### config.mk
export PLATFORM = sky130hd
export DESIGN_NAME = read_return_mux_flat
export DESIGN_NICKNAME = d
export VERILOG_FILES = /design/src/bus_pkg.sv /design/src/slave_bus_if.sv /design/src/read_return_mux.sv /design/src/flat_wrapper.sv
export VERILOG_INCLUDE_DIRS = /design/src
export SDC_FILE = /design/constraint.sdc
export NUM_CORES = 1
export LEC_CHECK = 0
export BUFFER_PORTS_ARGS = -buffer_cell sky130_fd_sc_hd__buf_2
export CORE_AREA = 2 2 83 85
export DETAILED_ROUTE_END_ITERATION = 8
export DIE_AREA = 0 0 85 87
export HOLD_SLACK_MARGIN = 0.06
export PLACE_DENSITY = 0.63
export SYNTH_ARGS = -nofsm -noshare
export SYNTH_HDL_FRONTEND = slang
export SYNTH_SLANG_ARGS = --single-unit
### constraint.sdc
create_clock -name clock -period 1.2 [get_ports clock]
set_input_delay 0.12 -clock clock [delete_from_list [all_inputs] [get_ports clock]]
set_output_delay 0.12 -clock clock [all_outputs]
set_load 0.01 [all_outputs]
### src/bus_consts.svh
`ifndef BUS_CONSTS_SVH
`define BUS_CONSTS_SVH

// Scratch banks behind the shared bus, one chip select each
`define BANK_COUNT 4

// Words per bank as a power of two
`define BANK_WORDS_LOG2 10

// Bus data width in bits
`define DATA_W 32

// Address bits 31:28 that select scratch memory
`define SCRATCH_REGION 4'h0

`endif

### src/bus_pkg.sv
`include "bus_consts.svh"

package bus_pkg;

  // Byte address as masters present it, or split into decode fields
  typedef union packed {
    logic [31:0] raw;
    struct packed {
      // Top nibble picks the memory region
      logic [3:0] region;
      logic [31 - 4 - $clog2(`BANK_COUNT) - `BANK_WORDS_LOG2 - 2:0] reserved;
      logic [$clog2(`BANK_COUNT)-1:0] bank;
      logic [`BANK_WORDS_LOG2-1:0] word;
      // Byte lane, unused by word accesses
      logic [1:0] offset;
    } f;
  } bus_addr_t;

  // One-hot bank select, zero when unmapped
  typedef logic [`BANK_COUNT-1:0] chip_sel_t;

endpackage

### src/slave_bus_if.sv
`timescale 1ns/1ns

`include "bus_consts.svh"

interface slave_bus_if;

  // Access strobe, high for the one cycle a bank is addressed
  logic strobe;
  logic write;
  logic [`BANK_WORDS_LOG2-1:0] word;
  logic [`DATA_W/8-1:0] be;
  logic [`DATA_W-1:0] writedata;

  modport master (
    output strobe,
    output write,
    output word,
    output be,
    output writedata
  );

  modport slave (
    input strobe,
    input write,
    input word,
    input be,
    input writedata
  );

endinterface

### src/read_return_mux.sv
`timescale 1ns/1ns

`include "bus_consts.svh"

module read_return_mux
  import bus_pkg::*;
(
  input  logic               clock,
  input  logic               reset,
  slave_bus_if.slave         sbus,
  input  chip_sel_t          chip_sel,
  input  logic [`DATA_W-1:0] bank_q [`BANK_COUNT],
  output logic [`DATA_W-1:0] read_word
);

  chip_sel_t sel_q;

  // Select delayed one cycle to match the bank read register
  always_ff @(posedge clock) begin
    if (reset) begin
      sel_q <= '0;
    end else if (sbus.strobe && !sbus.write) begin
      sel_q <= chip_sel;
    end else begin
      sel_q <= '0;
    end
  end

  // Unselected banks contribute zero
  always_comb begin
    read_word = '0;
    for (int i = 0; i < `BANK_COUNT; i++) begin
      read_word = read_word | (sel_q[i] ? bank_q[i] : '0);
    end
  end

  a_sel_q_onehot: assert property (
    @(posedge clock) disable iff (reset) $onehot0(sel_q)
  );

endmodule

### src/flat_wrapper.sv
// flat-port wrapper written by rule: the top's interface ports become plain ports
module read_return_mux_flat import bus_pkg::*;
  (clock, reset, chip_sel, bank_q, read_word, sbus_strobe, sbus_write, sbus_word, sbus_be, sbus_writedata);
  slave_bus_if sbus_i ();
  input  logic clock;
  input  logic reset;
  input  chip_sel_t chip_sel;
  input  logic [`DATA_W-1:0] bank_q[`BANK_COUNT];
  output logic [`DATA_W-1:0] read_word;
  input wire logic [$bits(sbus_i.strobe)-1:0] sbus_strobe;
  input wire logic [$bits(sbus_i.write)-1:0] sbus_write;
  input wire logic [$bits(sbus_i.word)-1:0] sbus_word;
  input wire logic [$bits(sbus_i.be)-1:0] sbus_be;
  input wire logic [$bits(sbus_i.writedata)-1:0] sbus_writedata;
  assign sbus_i.strobe = sbus_strobe;
  assign sbus_i.write = sbus_write;
  assign sbus_i.word = sbus_word;
  assign sbus_i.be = sbus_be;
  assign sbus_i.writedata = sbus_writedata;
  read_return_mux u_core (.clock(clock), .reset(reset), .sbus(sbus_i), .chip_sel(chip_sel), .bank_q(bank_q), .read_word(read_word));
endmodule
---- After elaboration in Yosys (flattened, before gate mapping) ----
Index checks and enable logic that the tools add are counted.
storage, ports and cells
  register bits after elaboration ......... 4
  bits of input ports ..................... 182
  output and inout port bits .............. 32
  logic and storage cells ................. 12
operators by class
  multiplexer cells ....................... 4
  bitwise operators ....................... 4
  reduce and logical (&&, ||, !) cells .... 3
operators by type and width
  operator           number
  $mux 32            4
  $or 32x32->32      3
  $reduce_or 2->1    1
  $logic_and 1x1->1  1
  $logic_not 1->1    1
  $not 1->1          1

---- Longest topological paths before layout ----
  depth after elaboration ................. 4
  depth in mapped cells ................... 3

---- Worst setup path after synthesis ----
No wires, ideal clock.
  kind .................................... reg-to-output
  start ................................... reg u_core.sel_q[2]
  end ..................................... out read_word[10]
  arrival ................................. 0.744 ns
  data required time ...................... 1.080 ns
  path slack .............................. 0.336 ns
  stages on the path, launching flop included .. 4
  cell sequence ........................... dfxtp_1 buf_6 a22oi_1 nand2_1
between the ends
  cells in the longest elaborated chain, start to end .. 3
RTL lines
  what                         RTL line               RTL
  start: declaration           read_return_mux.sv:16  chip_sel_t sel_q;
  start signal: assignment     read_return_mux.sv:23  sel_q <= chip_sel;
  $mux 32                      read_return_mux.sv:33  read_word = read_word | (sel_q[i] ? bank_q[i] : '0);
  $or 32x32->32 (2 in series)  read_return_mux.sv:33
  end: declaration             flat_wrapper.sv:9      output logic [`DATA_W-1:0] read_word;
No other way between the ends.

---- Final worst setup path ----
  start ................................... reg u_core.sel_q[0]
  end ..................................... out read_word[27]
between the ends
  cells in the longest elaborated chain, start to end .. 4
RTL lines
  what                         RTL line
  $mux 32                      read_return_mux.sv:33
  $or 32x32->32 (3 in series)  read_return_mux.sv:33
No other way between the ends.

==> run summary <==
At the pin with the least slew margin, the transition time is 318 ps. The smallest clock period supported by the final layout is computed as 1240 ps. The number of nets produced by synthesis came out at 299.

The number of global-route vias before repair is 1444. The number of nets still failing antenna checks after routing is 0. In this run the core area contains 30 standard-cell rows. At the end of the flow the core is filled with cells to 30.5%. The remaining design rule violation count is 0. Ranked by flip-flop count, first place goes to u_core.sel_q. The detailed router finished its first iteration with 52 violations. Counting every instance in the synthesized netlist gives 117. With fillers left out, the area of the finished cells amounts to 0.00201 mm2.

The vias per cell is about 4.5. The number of levels in the clock H-tree is 1. The final count of pins violating max slew was 0. The maximum achievable frequency came out at 805 MHz. The per-cell routed wire length is 12.7 um. In this run the cell area measured after placement is 0.00173 mm2.

Cells with a size suffix above 1 make up 76.8% of the layout. The number of non-filler instances in the completed layout is approximately 360. The synthesized flop and latch total came out at 4. The top cell type's share of synthesized area came out at 59.1%. The total of hold buffers inserted after clock tree synthesis came out at 0. The critical path contains buffers and inverters numbering 2 combined. Summed over all instances, the cell type with the most area after synthesis is a22oi_1. Entering global routing, the biggest net connects 18 pins. The register with the most flip-flops in the layout has 4 of them.

The synthesized area per cell is about 7.0 um2. The area of the die came out at 0.00740 mm2. STA classifies the critical path endpoint as an output pin.

The core region is 0.00657 mm2. The number of placed cells counting well taps is 360. The critical path goes through buf_8 -> a22oi_1 -> nand2_1 -> buf_2. VDD sags by at most 503 uV.

The final reports fail on negative setup slack. In this run the worst hold path is classified as in -> reg. The first-pass GRT wire length is approximately 6600 um. In this run the power density over the cells is about 460 mW/mm2. The worst setup path is launched from a flip-flop. The initial core utilization came out at 12.4%. about 210 I/O pins were placed. The worst-path cell with the longest stage delay is dfxtp_2. Data on the critical path is required at its endpoint by 1080 ps. The analysis attributes to cell leakage a power of 0.00111 uW. The initial antenna violation count is 0. Summing every instance area after synthesis gives 813 um2. The Yosys step of the flow raised 0 warnings. The final critical path takes up 103% of the cycle.

The total overflow left after global routing is 0. The flow ran to the end, but the final reports show violations. The maximum fanout along the worst path is 15.

In the final layout, the registers with the most flip-flops are u_core.sel_q x4. Among cell families on the critical path, the largest total delay comes from flip-flops. The number of clock sinks seen by CTS came out at 4. The worst setup margin is -41.8 ps. The worst-case clock buffer depth came out at 2. The clock tree from TritonCTS is yes. The number of clock buffers added by TritonCTS is 3. The count of cell types in the netlist came out at 8.

The count of endpoints failing hold in the final timing report came to 0. The post-synthesis sequential area ratio is 9.85%. The final weighted congestion of routability-driven global placement is 0.721.

In the post-synthesis netlist, the biggest area contributors are a22oi_1 (59%), nand2_1 (15%), dfxtp_1 (9.8%). The setup violation total in the final timing report came out at 16. The delay contributed by the slowest stage of the critical path is 330 ps. After clock tree synthesis, the clock-pin slew on the worst setup and hold paths is 30 ps.

The most critical setup path has its startpoint at u_core.sel_q[0]$_SDFF_PP0_. Measured along the y axis, the die boundary spans 87 um. The count of nets after finishing is 468. The pre-CTS setup slack is approximately 120 ps. The total power after layout is 916 uW.

The pre-antenna-repair detailed-routing pass consisted of 4 iterations. The horizontal die dimension came out at ~85 um. The final wirelength is around 4600 um. Global routing consumed, over all layers together, a little over a tenth of the routing resources. The number of antenna diodes in the final layout is 0.

In this run the post-CTS setup repair buffer count came out at 0. The half-perimeter wire length after detailed placement is 3590 um. The startpoint identified for the worst hold timing path is chip_sel[0]. The type of the worst setup path is reg -> out. The number of max-cap violations came out at 0. Across all layers, the routed design uses 1636 vias. The critical path data arrival time came out at between 1000 and 1500 ps. The number of input and output port buffers inserted is 167. The worst slew margin relative to its limit came out at 78.7%. The synthesis-to-layout area growth came out at 147%.

The tree is rooted in a clkbuf_8. Setup repair after global routing could not meet its margin everywhere.
## cell usage in the layout, fill, tap and decap left out, drive strengths merged
| cell type | synthesis | final |
|---|---|---|
| and2 | 4 | 4 |
| nand2 | 32 | 32 |
| dfxtp | 4 | 4 |
| a22oi | 64 | 64 |
| clkbuf | 0 | 3 |
| buf | 12 | 176 |
| nor3b | 1 | 1 |
## layer usage
metal	routed length [um]	track usage, %	part of all wire (%)
met3	350	0.853	7.6
met2	2520	21.0	55
met4	8	2.89	0.17
met5	0	0	0
met1	1720	12.9	37
## final timing paths
kind	to	slack (ps)	cells past startpoint
worst max-delay path	read_word[27]	-40	4
worst min-delay path	u_core.sel_q[0]$_SDFF_PP0_	110	2
## synth_stat cells, drive strengths merged
cell type  count
nand2         32
and2           4
nor3b          1
dfxtp          4
buf           12
a22oi         64
## stage by stage
stage          hold slack, ps  TNS (ps)
6_report                  109      -206
4_1_cts                   107      -454
3_3_place_gp              327         0
3_5_place_dp              329         0
5_1_grt                   121     -2120
2_1_floorplan             242         0
## report_power, final
group / internal [uW] / switching (uW) / total, uW
clock network: 213 / 64.7 / 278
logic: 277 / 218 / 495
registers: 138 / 4.64 / 143
total: 629 / 288 / 916
## area by class of cell
class                      instances  area [um2]
multi-input combinational        101         813
clock buffer                       3        41.3
sequential                         4        83.8
tap                               80         100
fill                             715        4560
timing repair buffer             176         967
## cell families (layout without fill, tap and decap cells)
family / Yosys count / count (layout) / share of synthesized area (%)
buf+inv: 12 / 179 / 12.3
compound gates: 64 / 64 / 59.1
flops: 4 / 4 / 9.85
simple gates: 37 / 37 / 18.8
## what timing repair did
| item | CTS | global route |
|---|---|---|
| pin swaps | 2 | 1 |
| gates cloned | 1 | 0 |
| setup endpoints to repair | 32 | 32 |
| gates resized for setup | 17 | 33 |
Note: power is estimated with default switching activity, not from simulation.
