**src/bus_consts.svh**
```systemverilog
`ifndef BUS_CONSTS_SVH
`define BUS_CONSTS_SVH

// Scratch banks behind the shared bus, one chip select each
`define BANK_COUNT 4

// Words per bank as a power of two
`define BANK_WORDS_LOG2 10

// Bus data width in bits
`define DATA_W 32

// Address bits 31:28 that select scratch memory
`define SCRATCH_REGION 4'h0

`endif

```
**src/bus_pkg.sv**
```systemverilog
`include "bus_consts.svh"

package bus_pkg;

  // Byte address as masters present it, or split into decode fields
  typedef union packed {
    logic [31:0] raw;
    struct packed {
      // Top nibble picks the memory region
      logic [3:0] region;
      logic [31 - 4 - $clog2(`BANK_COUNT) - `BANK_WORDS_LOG2 - 2:0] reserved;
      logic [$clog2(`BANK_COUNT)-1:0] bank;
      logic [`BANK_WORDS_LOG2-1:0] word;
      // Byte lane, unused by word accesses
      logic [1:0] offset;
    } f;
  } bus_addr_t;

  // One-hot bank select, zero when unmapped
  typedef logic [`BANK_COUNT-1:0] chip_sel_t;

endpackage

```
**src/slave_bus_if.sv**
```systemverilog
`timescale 1ns/1ns

`include "bus_consts.svh"

interface slave_bus_if;

  // Access strobe, high for the one cycle a bank is addressed
  logic strobe;
  logic write;
  logic [`BANK_WORDS_LOG2-1:0] word;
  logic [`DATA_W/8-1:0] be;
  logic [`DATA_W-1:0] writedata;

  modport master (
    output strobe,
    output write,
    output word,
    output be,
    output writedata
  );

  modport slave (
    input strobe,
    input write,
    input word,
    input be,
    input writedata
  );

endinterface

```
**src/bus_controller.sv**
```systemverilog
`timescale 1ns/1ns

`include "bus_consts.svh"

module bus_controller
  import bus_pkg::*;
(
  input  logic                   clock,
  input  logic                   reset,
  input  bus_addr_t              cpu_address,
  input  logic                   cpu_read,
  input  logic                   cpu_write,
  input  logic [`DATA_W-1:0]     cpu_writedata,
  input  logic [`DATA_W/8-1:0]   cpu_be,
  output logic [`DATA_W-1:0]     cpu_readdata,
  output logic                   cpu_wait,
  input  bus_addr_t              vga_address,
  input  logic                   vga_read,
  output logic [`DATA_W-1:0]     vga_readdata,
  output logic                   vga_wait,
  slave_bus_if.master            sbus,
  output chip_sel_t              chip_sel,
  input  logic [`DATA_W-1:0]     read_word
);

  localparam logic [1:0] ST_IDLE   = 2'd0;
  localparam logic [1:0] ST_ACCESS = 2'd1;
  localparam logic [1:0] ST_RETURN = 2'd2;

  logic [1:0] state;
  logic gnt_vga;
  logic cpu_req;
  logic vga_req;
  logic take;
  logic take_vga;
  logic done;

  bus_addr_t addr_q;
  logic [`DATA_W-1:0] wdata_q;
  logic [`DATA_W/8-1:0] be_q;
  logic write_q;

  assign cpu_req = cpu_read | cpu_write;
  assign vga_req = vga_read;
  assign done = (state == ST_RETURN);

  // Display wins from idle; on completion the other master goes next
  always_comb begin
    take = 1'b0;
    take_vga = 1'b0;
    if (state == ST_IDLE) begin
      take = vga_req | cpu_req;
      take_vga = vga_req;
    end else if (state == ST_RETURN) begin
      take = gnt_vga ? cpu_req : vga_req;
      take_vga = ~gnt_vga;
    end
  end

  always_ff @(posedge clock) begin
    if (reset) begin
      state <= ST_IDLE;
      gnt_vga <= 1'b0;
    end else if (take) begin
      state <= ST_ACCESS;
      gnt_vga <= take_vga;
    end else begin
      case (state)
        ST_ACCESS: state <= ST_RETURN;
        default:   state <= ST_IDLE;
      endcase
    end
  end

  // Request capture at grant
  always_ff @(posedge clock) begin
    if (take) begin
      addr_q.raw <= take_vga ? vga_address.raw : cpu_address.raw;
      wdata_q <= cpu_writedata;
      be_q <= take_vga ? '1 : cpu_be;
      write_q <= ~take_vga & cpu_write;
    end
  end

  assign sbus.strobe = (state == ST_ACCESS);
  assign sbus.write = write_q;
  assign sbus.word = addr_q.f.word;
  assign sbus.be = be_q;
  assign sbus.writedata = wdata_q;

  // Outside the scratch region nothing is selected
  always_comb begin
    chip_sel = '0;
    if (sbus.strobe && addr_q.f.region == `SCRATCH_REGION) begin
      chip_sel[addr_q.f.bank] = 1'b1;
    end
  end

  assign cpu_wait = cpu_req & ~(done & ~gnt_vga);
  assign vga_wait = vga_req & ~(done & gnt_vga);

  assign cpu_readdata = (done && !gnt_vga) ? read_word : '0;
  assign vga_readdata = (done && gnt_vga) ? read_word : '0;

  a_cpu_held: assert property (
    @(posedge clock) disable iff (reset)
    cpu_req && cpu_wait |=> cpu_req && $stable(cpu_address.raw)
  );

  a_vga_held: assert property (
    @(posedge clock) disable iff (reset)
    vga_req && vga_wait |=> vga_req && $stable(vga_address.raw)
  );

  a_cpu_rw_exclusive: assert property (
    @(posedge clock) disable iff (reset) !(cpu_read && cpu_write)
  );

endmodule

```
**src/flat_wrapper.sv**
```systemverilog
// flat-port wrapper written by rule: the top's interface ports become plain ports
module bus_controller_flat import bus_pkg::*;
  (clock, reset, cpu_address, cpu_read, cpu_write, cpu_writedata, cpu_be, cpu_readdata, cpu_wait, vga_address, vga_read, vga_readdata, vga_wait, chip_sel, read_word, sbus_strobe, sbus_write, sbus_word, sbus_be, sbus_writedata);
  slave_bus_if sbus_i ();
  input  logic clock;
  input  logic reset;
  input  bus_addr_t cpu_address;
  input  logic cpu_read;
  input  logic cpu_write;
  input  logic [`DATA_W-1:0] cpu_writedata;
  input  logic [`DATA_W/8-1:0] cpu_be;
  output logic [`DATA_W-1:0] cpu_readdata;
  output logic cpu_wait;
  input  bus_addr_t vga_address;
  input  logic vga_read;
  output logic [`DATA_W-1:0] vga_readdata;
  output logic vga_wait;
  output chip_sel_t chip_sel;
  input  logic [`DATA_W-1:0] read_word;
  output wire logic [$bits(sbus_i.strobe)-1:0] sbus_strobe;
  output wire logic [$bits(sbus_i.write)-1:0] sbus_write;
  output wire logic [$bits(sbus_i.word)-1:0] sbus_word;
  output wire logic [$bits(sbus_i.be)-1:0] sbus_be;
  output wire logic [$bits(sbus_i.writedata)-1:0] sbus_writedata;
  assign sbus_strobe = sbus_i.strobe;
  assign sbus_write = sbus_i.write;
  assign sbus_word = sbus_i.word;
  assign sbus_be = sbus_i.be;
  assign sbus_writedata = sbus_i.writedata;
  bus_controller u_core (.clock(clock), .reset(reset), .cpu_address(cpu_address), .cpu_read(cpu_read), .cpu_write(cpu_write), .cpu_writedata(cpu_writedata), .cpu_be(cpu_be), .cpu_readdata(cpu_readdata), .cpu_wait(cpu_wait), .vga_address(vga_address), .vga_read(vga_read), .vga_readdata(vga_readdata), .vga_wait(vga_wait), .sbus(sbus_i), .chip_sel(chip_sel), .read_word(read_word));
endmodule
```
**config.mk**
```make
export PLATFORM = sky130hd
export DESIGN_NAME = bus_controller_flat
export DESIGN_NICKNAME = d
export VERILOG_FILES = /design/src/bus_pkg.sv /design/src/slave_bus_if.sv /design/src/bus_controller.sv /design/src/flat_wrapper.sv
export VERILOG_INCLUDE_DIRS = /design/src
export SDC_FILE = /design/constraint.sdc
export NUM_CORES = 1
export LEC_CHECK = 0
export ABC_AREA = 1
export BUFFER_PORTS_ARGS = -buffer_cell sky130_fd_sc_hd__buf_2
export CORE_AREA = 4 4 97 99
export CTS_CLUSTER_SIZE = 25
export DETAILED_ROUTE_END_ITERATION = 8
export DIE_AREA = 0 0 101 103
export GPL_TIMING_DRIVEN = 0
export PLACE_DENSITY = 0.68
export SETUP_SLACK_MARGIN = 0.3
export SYNTH_ARGS = -nofsm -noshare
export SYNTH_HDL_FRONTEND = slang
export SYNTH_SLANG_ARGS = --single-unit
```
**constraint.sdc**
```tcl
create_clock -name clock -period 3.9 [get_ports clock]
set_input_delay 0.975 -clock clock [delete_from_list [all_inputs] [get_ports clock]]
set_output_delay 0.975 -clock clock [all_outputs]
set_load 0.02 [all_outputs]
```
Word level (Yosys, flattened, before mapping)

Cells that the tools add are included.
W data, S select, Z words.

Reduce and logical (&&, ||, !) cells: 8
Multiply operators: 0
Bitwise gates (word level): 11
Equality and inequality tests: 2
Divide/modulo/power cells: 0
Shift-type cells: 0
$lt $le $gt $ge: 2
$add $sub $neg: 0
Muxes and demuxes: 13

Operators by type and width:

| kind                 | count |
|---|---|
| $mux W32             | 3 |
| $mux W1              | 7 |
| $and A1 B1 Y1        | 5 |
| $logic_and A1 B1 Y1  | 4 |
| $logic_not A4 Y1     | 1 |
| $mux W4              | 1 |
| $not A1 Y1           | 4 |
| $lt A2 B3 Y1 const B | 1 |
| $demux W1 S2         | 1 |
| $eq A2 B1 Y1 const B | 1 |
| $eq A2 B2 Y1 const B | 1 |
| $ge A2 B1 Y1 const B | 1 |
| $logic_not A2 Y1     | 1 |
| $mux W2              | 1 |
| $or A1 B1 Y1         | 2 |
| $reduce_or A2 Y1     | 1 |
| $logic_not A1 Y1     | 1 |

Bits in registers: 72
Memory bits (writable): 0
Logic and storage cells: 43
Output and inout bits: 118
ROM bits: 0
Memories: 0
Input bits: 137
Bits in latches: 0

Depth between registers and ports, before layout

Gate-level depths: netlist (run 1).

Depth after elaboration: 5
Mapped depth: 8
Depth with buffers taken out: 7

Worst setup path before layout (run 1)

No wires, ideal clock.

Path type: in2reg
Start: input cpu_write
End: register u_core.addr_q[10] (netlist bit) (enable)
Arrival time: 2.160 ns
Buffers on the path: 0
Data required time: 3.274 ns
Slack: 1.115 ns
Stages: 4
Setup time: 0.626 ns
Path through: nor2_1 inv_1 nand2_1 nand2_1

Longest elaborated chain between the ends: 4
Elaborated cells between the ends (all ways): 5
Those cells by class: mux: 3; bitwise: 2

Ends and longest elaborated chain:

| what             | RTL line             | RTL |
|---|---|---|
| start, declared  | flat_wrapper.sv:9    | `input logic cpu_write;` |
| $or A1 B1 Y1 (*) | bus_controller.sv:43 | `assign cpu_req = cpu_read \| cpu_write;` |
| $mux W1          | bus_controller.sv:55 | `take = gnt_vga ? cpu_req : vga_req;` |
| $mux W1          | bus_controller.sv:54 | `end else if (state == ST_RETURN) begin` |
| $mux W1 (*)      | bus_controller.sv:51 | `if (state == ST_IDLE) begin` |
| net u_core.take  | bus_controller.sv:34 | `logic take;` |
| end, declared    | bus_controller.sv:38 | `bus_addr_t addr_q;` |

Mark *: on every way through the listed nets, which the timed path passes. The rest lies on a longest branch.
A chain may end at the register's enable or synchronous reset.

Final worst setup path (run 1)

Start: input cpu_write
End: output cpu_wait

Longest elaborated chain between the ends: 2

Ends and longest elaborated chain:

| what          | RTL line             | RTL |
|---|---|---|
| $or A1 B1 Y1  | bus_controller.sv:43 |  |
| $and A1 B1 Y1 | bus_controller.sv:99 | `assign cpu_wait = cpu_req & ~(done & ~gnt_vga);` |
| end, declared | flat_wrapper.sv:13   | `output logic cpu_wait;` |

No other way between the ends.

==> impl_metrics.csv, run 1 <==
group,metric,value,unit
detailed_routing,detail_route.first_pass.iterations,4,
yosys,synth_fp_nets,406,
clock_network,post_cts.resized_instances,0,
yosys,synth_most_common_cell,"sky130_fd_sc_hd__nor2_1",
detailed_routing,starting_drc_count_in_detailed_routing,77,
timing,slew_headroom,0.594,
global_routing,first_global_vias,2279,
worst_setup_path,worstPathArrival,1.65,ns
timing,tns_setup,0,ns
yosys,post_synth.cell_area_avg,9.53,um^2
floorplan,core.rowCount,34,
detailed_routing,vias,2493,
floorplan,design.core.area,8550,um^2
worst_setup_path,worst-r2r-setup-slack,2.08,ns
worst_setup_path,critPathRequiredTime,2.92,ns
clock_network,clkSlewWorstSetupHoldPaths,0.10,ns
hold_path,min-delay-path-class,"flop to flop",
worst_setup_path,critPathKind,"input pin to primary output",
timing,fin_skew,0.00260,ns
clock_network,cts_post_setup_buffers_inserted,0,
cells_and_area,antenna-diode-count,0,
cells_and_area,post_route_cells_drive_above_1_share,0.516,
global_routing,overflow,0,
detailed_routing,detail_route.drc_violations,0,
cells_and_area,syn_to_final_growth,54.0,%
yosys,area_share_of_the_leading_cell_type_in_the_synthesized_netlist,0.621,
flow_run,cap_violations,0,
yosys,synth-main-ff-cell,"sky130_fd_sc_hd__edfxtp_1",
timing,grt_setup_unrepaired,"false",
yosys,synth-edff-count,53,
place,place_congestion,0.782,
clock_network,clock_tree.root_cell,"sky130_fd_sc_hd__clkbuf_8",
timing,final_min_period_over_clock_period,0.672,
global_routing,grt_use_total,0.132,
detailed_routing,wire_per_inst,12.5,um
yosys,area_of_the_mapped_netlist,2560,um^2
floorplan,chipHeight,103,um
clock_network,htree_levels,2,
timing,final-max-slew-violation-count,0,
worst_setup_path,timing.critical_path.fanout_max,3,
global_routing,antenna_found_initial,0,
worst_setup_path,critical_path.endpoint_type,"primary output",
detailed_routing,overall_routed_net_length,7.62,mm
clock_network,holdBufCountCts,0,
worst_setup_path,worstSetupStartpointType,"input pin",
outcome,run_status,"completed",
yosys,flip_flop_and_latch_count_after_synthesis,56,
detailed_routing,final_antenna_net_count,0,
floorplan,initial_cell_density_of_the_core,0.300,
place,placed_area,3830,um^2
timing,finalHoldViolations,0,
global_routing,grt_first_pass_wirelength,10.8,mm
yosys,cell_variety_after_synth,17,
floorplan,floorplan.die_area,10400,um^2
floorplan,ioPinCount,255,
yosys,synthCells,269,
yosys,synth_seq_area_share,0.644,
place,place.port_buffers,222,
place,place_hpwl,6.26,mm
floorplan,die_w,101,um
cells_and_area,design.final.nets,636,
timing,final-setup-viol-count,0,
pwr,power.leakage,2.28,nW
global_routing,maximum_number_of_pins_on_one_net_before_global_route_repair,33,
clock_network,cts_max_path_buffers,2,
yosys,yosys_warnings,0,
timing,timing_worst_slew_pin_value,0.607,ns
yosys,synth-async-reset-ratio,0,
clock_network,clock_latency,0.30,ns
yosys,synthTopCellsByCount,"sky130_fd_sc_hd__nor2_1 (70), sky130_fd_sc_hd__nand2_1 (60), sky130_fd_sc_hd__edfxtp_1 (53)",
pwr,power-per-cell-area,380,nW/um^2
clock_network,cts_sinks,56,
timing,period_needed,2.62,ns
pwr,power.ir.vdd_worst,0.000200,V
timing,timing.fmax,381,MHz
detailed_routing,vias_per_cell,4.10,
clock_network,numCtsBuffers,5,
yosys,netlist_top_cells_area,"sky130_fd_sc_hd__edfxtp_1 (62%), sky130_fd_sc_hd__nor2_1 (10%), sky130_fd_sc_hd__nand2_1 (8.8%)",
cells_and_area,fin_area,3950,um^2
yosys,yosysTopAreaCell,"sky130_fd_sc_hd__edfxtp_1",
clock_network,tritoncts_clock_tree,"yes",
==> metal layers <==
| layer | GRT usage | wire length (um) | vias up |
|---|---|---|---|
| li1 | - | - | 1268 |
| met4 | 0.0276 | 36 | 0 |
| met2 | 0.261 | 4050 | 135 |
| met1 | 0.137 | 2660 | 1086 |
| met3 | 0.0399 | 883 | 4 |
| met5 | 0 | 0 | - |
==> worst max-delay path, stage by stage <==
cell                      delay [ns]
sky130_fd_sc_hd__buf_2          0.10
sky130_fd_sc_hd__nor2_1         0.22
sky130_fd_sc_hd__inv_1          0.09
sky130_fd_sc_hd__nand2_1        0.07
sky130_fd_sc_hd__inv_1          0.03
sky130_fd_sc_hd__buf_2          0.15
==> final timing paths <==
kind / from / to / cells after the start
worst min register to register: u_core.gnt_vga / u_core.gnt_vga / 2
worst max register to register: u_core.gnt_vga / u_core.sbus.writedata[30] / 5
worst min-delay path: u_core.gnt_vga / u_core.gnt_vga / 2
worst max-delay path: cpu_write / cpu_wait / 6
==> kinds of logic (layout without fill, tap and decap cells) <==
group | after synthesis | count (layout) | share of synthesized area
simple gates | 146 | 146 | 0.231
buf+inv | 64 | 295 | 0.119
flops | 56 | 56 | 0.644
compound gates | 3 | 3 | 0.00585
==> cells in the final DEF (no fill, tap or decap) <==
| cell type | synthesis | routed |
|---|---|---|
| sky130_fd_sc_hd__clkbuf_8 | 0 | 5 |
| sky130_fd_sc_hd__nand3_1 | 3 | 3 |
| sky130_fd_sc_hd__inv_8 | 0 | 1 |
| sky130_fd_sc_hd__clkinv_2 | 0 | 1 |
| sky130_fd_sc_hd__buf_4 | 11 | 11 |
| sky130_fd_sc_hd__nand2_1 | 60 | 59 |
| sky130_fd_sc_hd__nor2_1 | 70 | 70 |
| sky130_fd_sc_hd__nor2_4 | 1 | 1 |
| sky130_fd_sc_hd__nand2_4 | 2 | 2 |
| sky130_fd_sc_hd__or2_2 | 2 | 2 |
| sky130_fd_sc_hd__nor3_1 | 5 | 5 |
| sky130_fd_sc_hd__inv_2 | 2 | 2 |
| sky130_fd_sc_hd__buf_6 | 2 | 2 |
| sky130_fd_sc_hd__edfxtp_1 | 53 | 53 |
| sky130_fd_sc_hd__buf_2 | 6 | 228 |
| sky130_fd_sc_hd__bufinv_16 | 0 | 1 |
| sky130_fd_sc_hd__dfxtp_1 | 3 | 3 |
| sky130_fd_sc_hd__buf_12 | 0 | 1 |
| sky130_fd_sc_hd__nand4_1 | 1 | 1 |
| sky130_fd_sc_hd__inv_1 | 43 | 43 |
| sky130_fd_sc_hd__a21oi_1 | 3 | 3 |
| sky130_fd_sc_hd__or2_1 | 2 | 2 |
| sky130_fd_sc_hd__nand2_2 | 0 | 1 |
==> area by class of cell <==
| type | count | area [um^2] |
|---|---|---|
| inverters | 45 | 169 |
| multi-input cells | 149 | 611 |
| well taps | 108 | 135 |
| clock buffers | 5 | 68.8 |
| clock inverters | 3 | 46.3 |
| fillers | 859 | 4600 |
| plain buffers | 19 | 135 |
| repair buffers | 223 | 1130 |
| flip-flops and latches | 56 | 1650 |
==> sequential cells by signal, summed over array words and instances, names as in the netlist <==
name,flops
u_core.addr_q,16
u_core.sbus.write,1
u_core.sbus.be,4
u_core.sbus.writedata,32
u_core.state,2
u_core.gnt_vga,1
==> per-stage QoR <==
stage / hold WS, ns / power, W / util / setup slack, ns / cells
after floorplan: 0.489 / 0.000979 / - / 1.11 / 269
after global placement: 0.512 / 0.00112 / 0.446 / 0.388 / 599
after detailed placement: 0.522 / 0.00113 / 0.448 / 1.29 / 600
after CTS: 0.538 / 0.00152 / 0.462 / 1.21 / 608
after global routing: 0.571 / 0.00158 / 0.462 / 1.11 / 608
final: 0.538 / 0.00150 / 0.462 / 1.28 / 608
==> report_power, final <==
part           leakage [nW]  total (W)  switching (W)  internal, W
Combinational          1.66   0.000343       0.000213     0.000131
Clock                0.0600   0.000393       0.000198     0.000195
Sequential            0.557   0.000765      0.0000203     0.000745
No activity file was read; power rests on OpenSTA's default activity.
==> run 2, diff against run 1 <==
--- a/config.mk
+++ b/config.mk
@@ -8,12 +8,12 @@
 export LEC_CHECK = 0
 export ABC_AREA = 1
 export BUFFER_PORTS_ARGS = -buffer_cell sky130_fd_sc_hd__buf_2
-export CORE_AREA = 4 4 97 99
+export CORE_AREA = 4 4 98 100
 export CTS_CLUSTER_SIZE = 25
 export DETAILED_ROUTE_END_ITERATION = 8
-export DIE_AREA = 0 0 101 103
+export DIE_AREA = 0 0 102 104
 export GPL_TIMING_DRIVEN = 0
-export PLACE_DENSITY = 0.68
+export PLACE_DENSITY = 0.69
 export SETUP_SLACK_MARGIN = 0.3
 export SYNTH_ARGS = -nofsm -noshare
 export SYNTH_HDL_FRONTEND = slang
==> constraint.sdc (replaced) <==
create_clock -name clock -period 2.15 [get_ports clock]
set_input_delay 0.5375 -clock clock [delete_from_list [all_inputs] [get_ports clock]]
set_output_delay 0.5375 -clock clock [all_outputs]
set_load 0.02 [all_outputs]
==> run 2 against run 1 <==
Compared with the run above: non-clock buffer count grew 13; total power grew 81%; routed wire length grew 41%; sequential share of layout area shrank 7.9 points; global-route usage grew 4.5 points; via count grew 11%; worst hold slack lost 0.14 ns; final cell count grew 2.1%; setup slack lost 1.3 ns; final area grew 24%; combinational power grew 110%.
==> impl_metrics.csv, run 2 (same netlist as run 1, synthesis figures left out) <==
group,metric,value,unit
global_routing,grt_use_total,0.177,
worst_setup_path,critical_path.cell_chain,"inv_2, nor2_4, nand2_4, buf_4, nor2_1, buf_4",
hold_path,hold_depth,1,
place,place_hpwl,6.91,mm
worst_setup_path,cp_num_cells,6,
detailed_routing,detail_route.first_pass.iterations,4,
clock_network,tritoncts_clock_tree,"yes",
worst_setup_path,crit_family,"simple AND/OR/NAND/NOR gates",
worst_setup_path,cpMostUsedCell,"sky130_fd_sc_hd__buf_4",
global_routing,maximum_number_of_pins_on_one_net_before_global_route_repair,56,
cells_and_area,largest_register_ff_count,32,
detailed_routing,vias,2762,
pwr,p_switching,0.000856,W
clock_network,cts_sinks,56,
detailed_routing,final_antenna_net_count,0,
worst_setup_path,critPathRequiredTime,1.61,ns
worst_setup_path,critical_path.endpoint_type,"primary output",
detailed_routing,wire_per_inst,17.3,um
clock_network,cts_max_path_buffers,2,
pwr,power-per-cell-area,555,nW/um^2
place,post-place-ws,-0.281,ns
floorplan,ioPinCount,255,
pwr,comb_power_share,0.269,
cells_and_area,mostFrequentLayoutCells,"sky130_fd_sc_hd__buf_2 (154), sky130_fd_sc_hd__nand2_1 (57), sky130_fd_sc_hd__buf_6 (57)",
pwr,power_report.internal_total,0.00186,W
cells_and_area,syn_to_final_growth,90.8,%
global_routing,grt_first_pass_wirelength,14.5,mm
place,place_congestion,0.789,
hold_path,min-delay-path-class,"input pin to flop",
cells_and_area,layout_commonest_cell,"sky130_fd_sc_hd__buf_2",
timing,tns_setup,0,ns
timing,slew_headroom,0.505,
flow_run,cap_violations,0,
floorplan,chipHeight,104,um
worst_setup_path,critical-path-max-stage-delay,0.36,ns
detailed_routing,vias_per_cell,4.45,
pwr,power.ir.vdd_worst,0.000369,V
cells_and_area,post_route_cells_drive_above_1_share,0.649,
worst_setup_path,worstSetupStartpointType,"flop",
timing,grt_setup_unrepaired,"true",
place,placed_area,3820,um^2
clock_network,numCtsBuffers,5,
timing,finalHoldViolations,0,
clock_network,htree_levels,2,
cells_and_area,antenna-diode-count,0,
global_routing,overflow,0,
floorplan,floorplan.die_area,10600,um^2
timing,timing_worst_slew_pin_value,0.742,ns
place,placed_cells,599,
worst_setup_path,worstPathArrival,1.60,ns
pwr,seq_power_share,0.514,
clock_network,clock_latency,0.31,ns
worst_setup_path,reg2regPathDepth,11,
timing,final-setup-viol-count,0,
outcome,run_status,"completed",
clock_network,clock_tree.root_cell,"sky130_fd_sc_hd__clkbuf_8",
timing,final_min_period_over_clock_period,0.995,
floorplan,core.rowCount,34,
place,place.port_buffers,222,
global_routing,first_global_vias,2773,
global_routing,antenna_found_initial,0,
floorplan,initial_cell_density_of_the_core,0.295,
clock_network,holdBufCountCts,0,
worst_setup_path,timing.critical_path.fanout_max,8,
timing,final-max-slew-violation-count,0,
timing,fin_skew,0.00453,ns
cells_and_area,finish.cell_count_without_fillers,621,
worst_setup_path,timing.critical_path.slowest_stage_cell,"sky130_fd_sc_hd__dfxtp_4",
pwr,power.leakage,2.42,nW
detailed_routing,starting_drc_count_in_detailed_routing,90,
timing,timing.fmax,467,MHz
cells_and_area,nFillCells,716,
pwr,sw_frac_of_total,0.315,
detailed_routing,detail_route.drc_violations,0,
cells_and_area,design.final.nets,649,
timing,finalWorstSetupSlack,0.0102,ns
worst_setup_path,cp.buffers_inverters,3,
detailed_routing,overall_routed_net_length,10.8,mm
floorplan,design.core.area,8680,um^2
cells_and_area,fin_area,4890,um^2
clock_network,clkSlewWorstSetupHoldPaths,0.10,ns
worst_setup_path,critPathKind,"flop to primary output",
floorplan,die_w,102,um
timing,period_needed,2.14,ns
pwr,share_clk_of_total_power,0.217,
## run 2: changes by cell type in the layout (fill, tap and decap cells not counted), moves of 6 or more
cell	previous run	this run
sky130_fd_sc_hd__buf_8	0	6
sky130_fd_sc_hd__nor2_4	1	47
sky130_fd_sc_hd__buf_4	11	36
sky130_fd_sc_hd__nor2_2	0	7
sky130_fd_sc_hd__nor2_1	70	17
sky130_fd_sc_hd__buf_2	228	154
sky130_fd_sc_hd__buf_6	2	57
## run 2: worst register-to-register path, delay by kind of cell, from the launching register on
family	cells	cell delay, ns
and+or+nand+nor	5	0.57
buffers and inverters	6	0.70
DFF	1	0.36
## run 2: metrics by stage
step | total power [W] | utilization | hold WS [ns]
4_1_cts | 0.00271 | 0.537 | 0.385
5_1_grt | 0.00285 | 0.564 | 0.370
2_1_floorplan | 0.00178 | - | 0.489
6_report | 0.00272 | 0.564 | 0.394
3_3_place_gp | 0.00203 | 0.440 | 0.508
3_5_place_dp | 0.00205 | 0.440 | 0.528
## run 2: layout make-up
class                   count  area [um^2]  share of cell area
multi-input cells         149         1020               0.209
repair buffers            236         1620               0.332
clock inverters             2         13.8             0.00281
plain buffers              19          196              0.0402
flip-flops and latches     56         1660               0.339
inverters                  45          169              0.0345
well taps                 108          135              0.0276
clock buffers               6         72.6              0.0148
## run 2: what timing repair did
action | CTS | global route
gates resized for setup | 205 | 57
setup endpoints to repair | 123 | 70
gates cloned | 5 | 0
buffers inserted | 6 | 3
pin swaps | 2 | 3
## run 2: final timing paths
kind / start / end / slack (ns)
max: u_core.state[1] / vga_readdata[20] / 0.01
min: cpu_writedata[28] / u_core.sbus.writedata[28] / 0.39
max reg2reg: u_core.state[1] / u_core.addr_q[30] / 0.29
min reg2reg: u_core.gnt_vga / u_core.gnt_vga / 0.55
## run 2: power groups by stage
stage / Combinational [W] / Sequential [W] / Clock, W
3_3_place_gp: 0.000617 / 0.00141 / 0
4_1_cts: 0.000696 / 0.00139 / 0.000615
5_1_grt: 0.000785 / 0.00141 / 0.000660
6_report: 0.000730 / 0.00140 / 0.000590
2_1_floorplan: 0.000265 / 0.00151 / 0
3_5_place_dp: 0.000629 / 0.00142 / 0
## run 2: routing by layer
layer  global-route usage  up-vias  share of wire
met4               0.0506        0          0.015
met3               0.0637       17           0.11
met5                    0        -              0
met1                0.171     1258           0.33
li1                     -     1301              -
met2                0.342      186           0.55
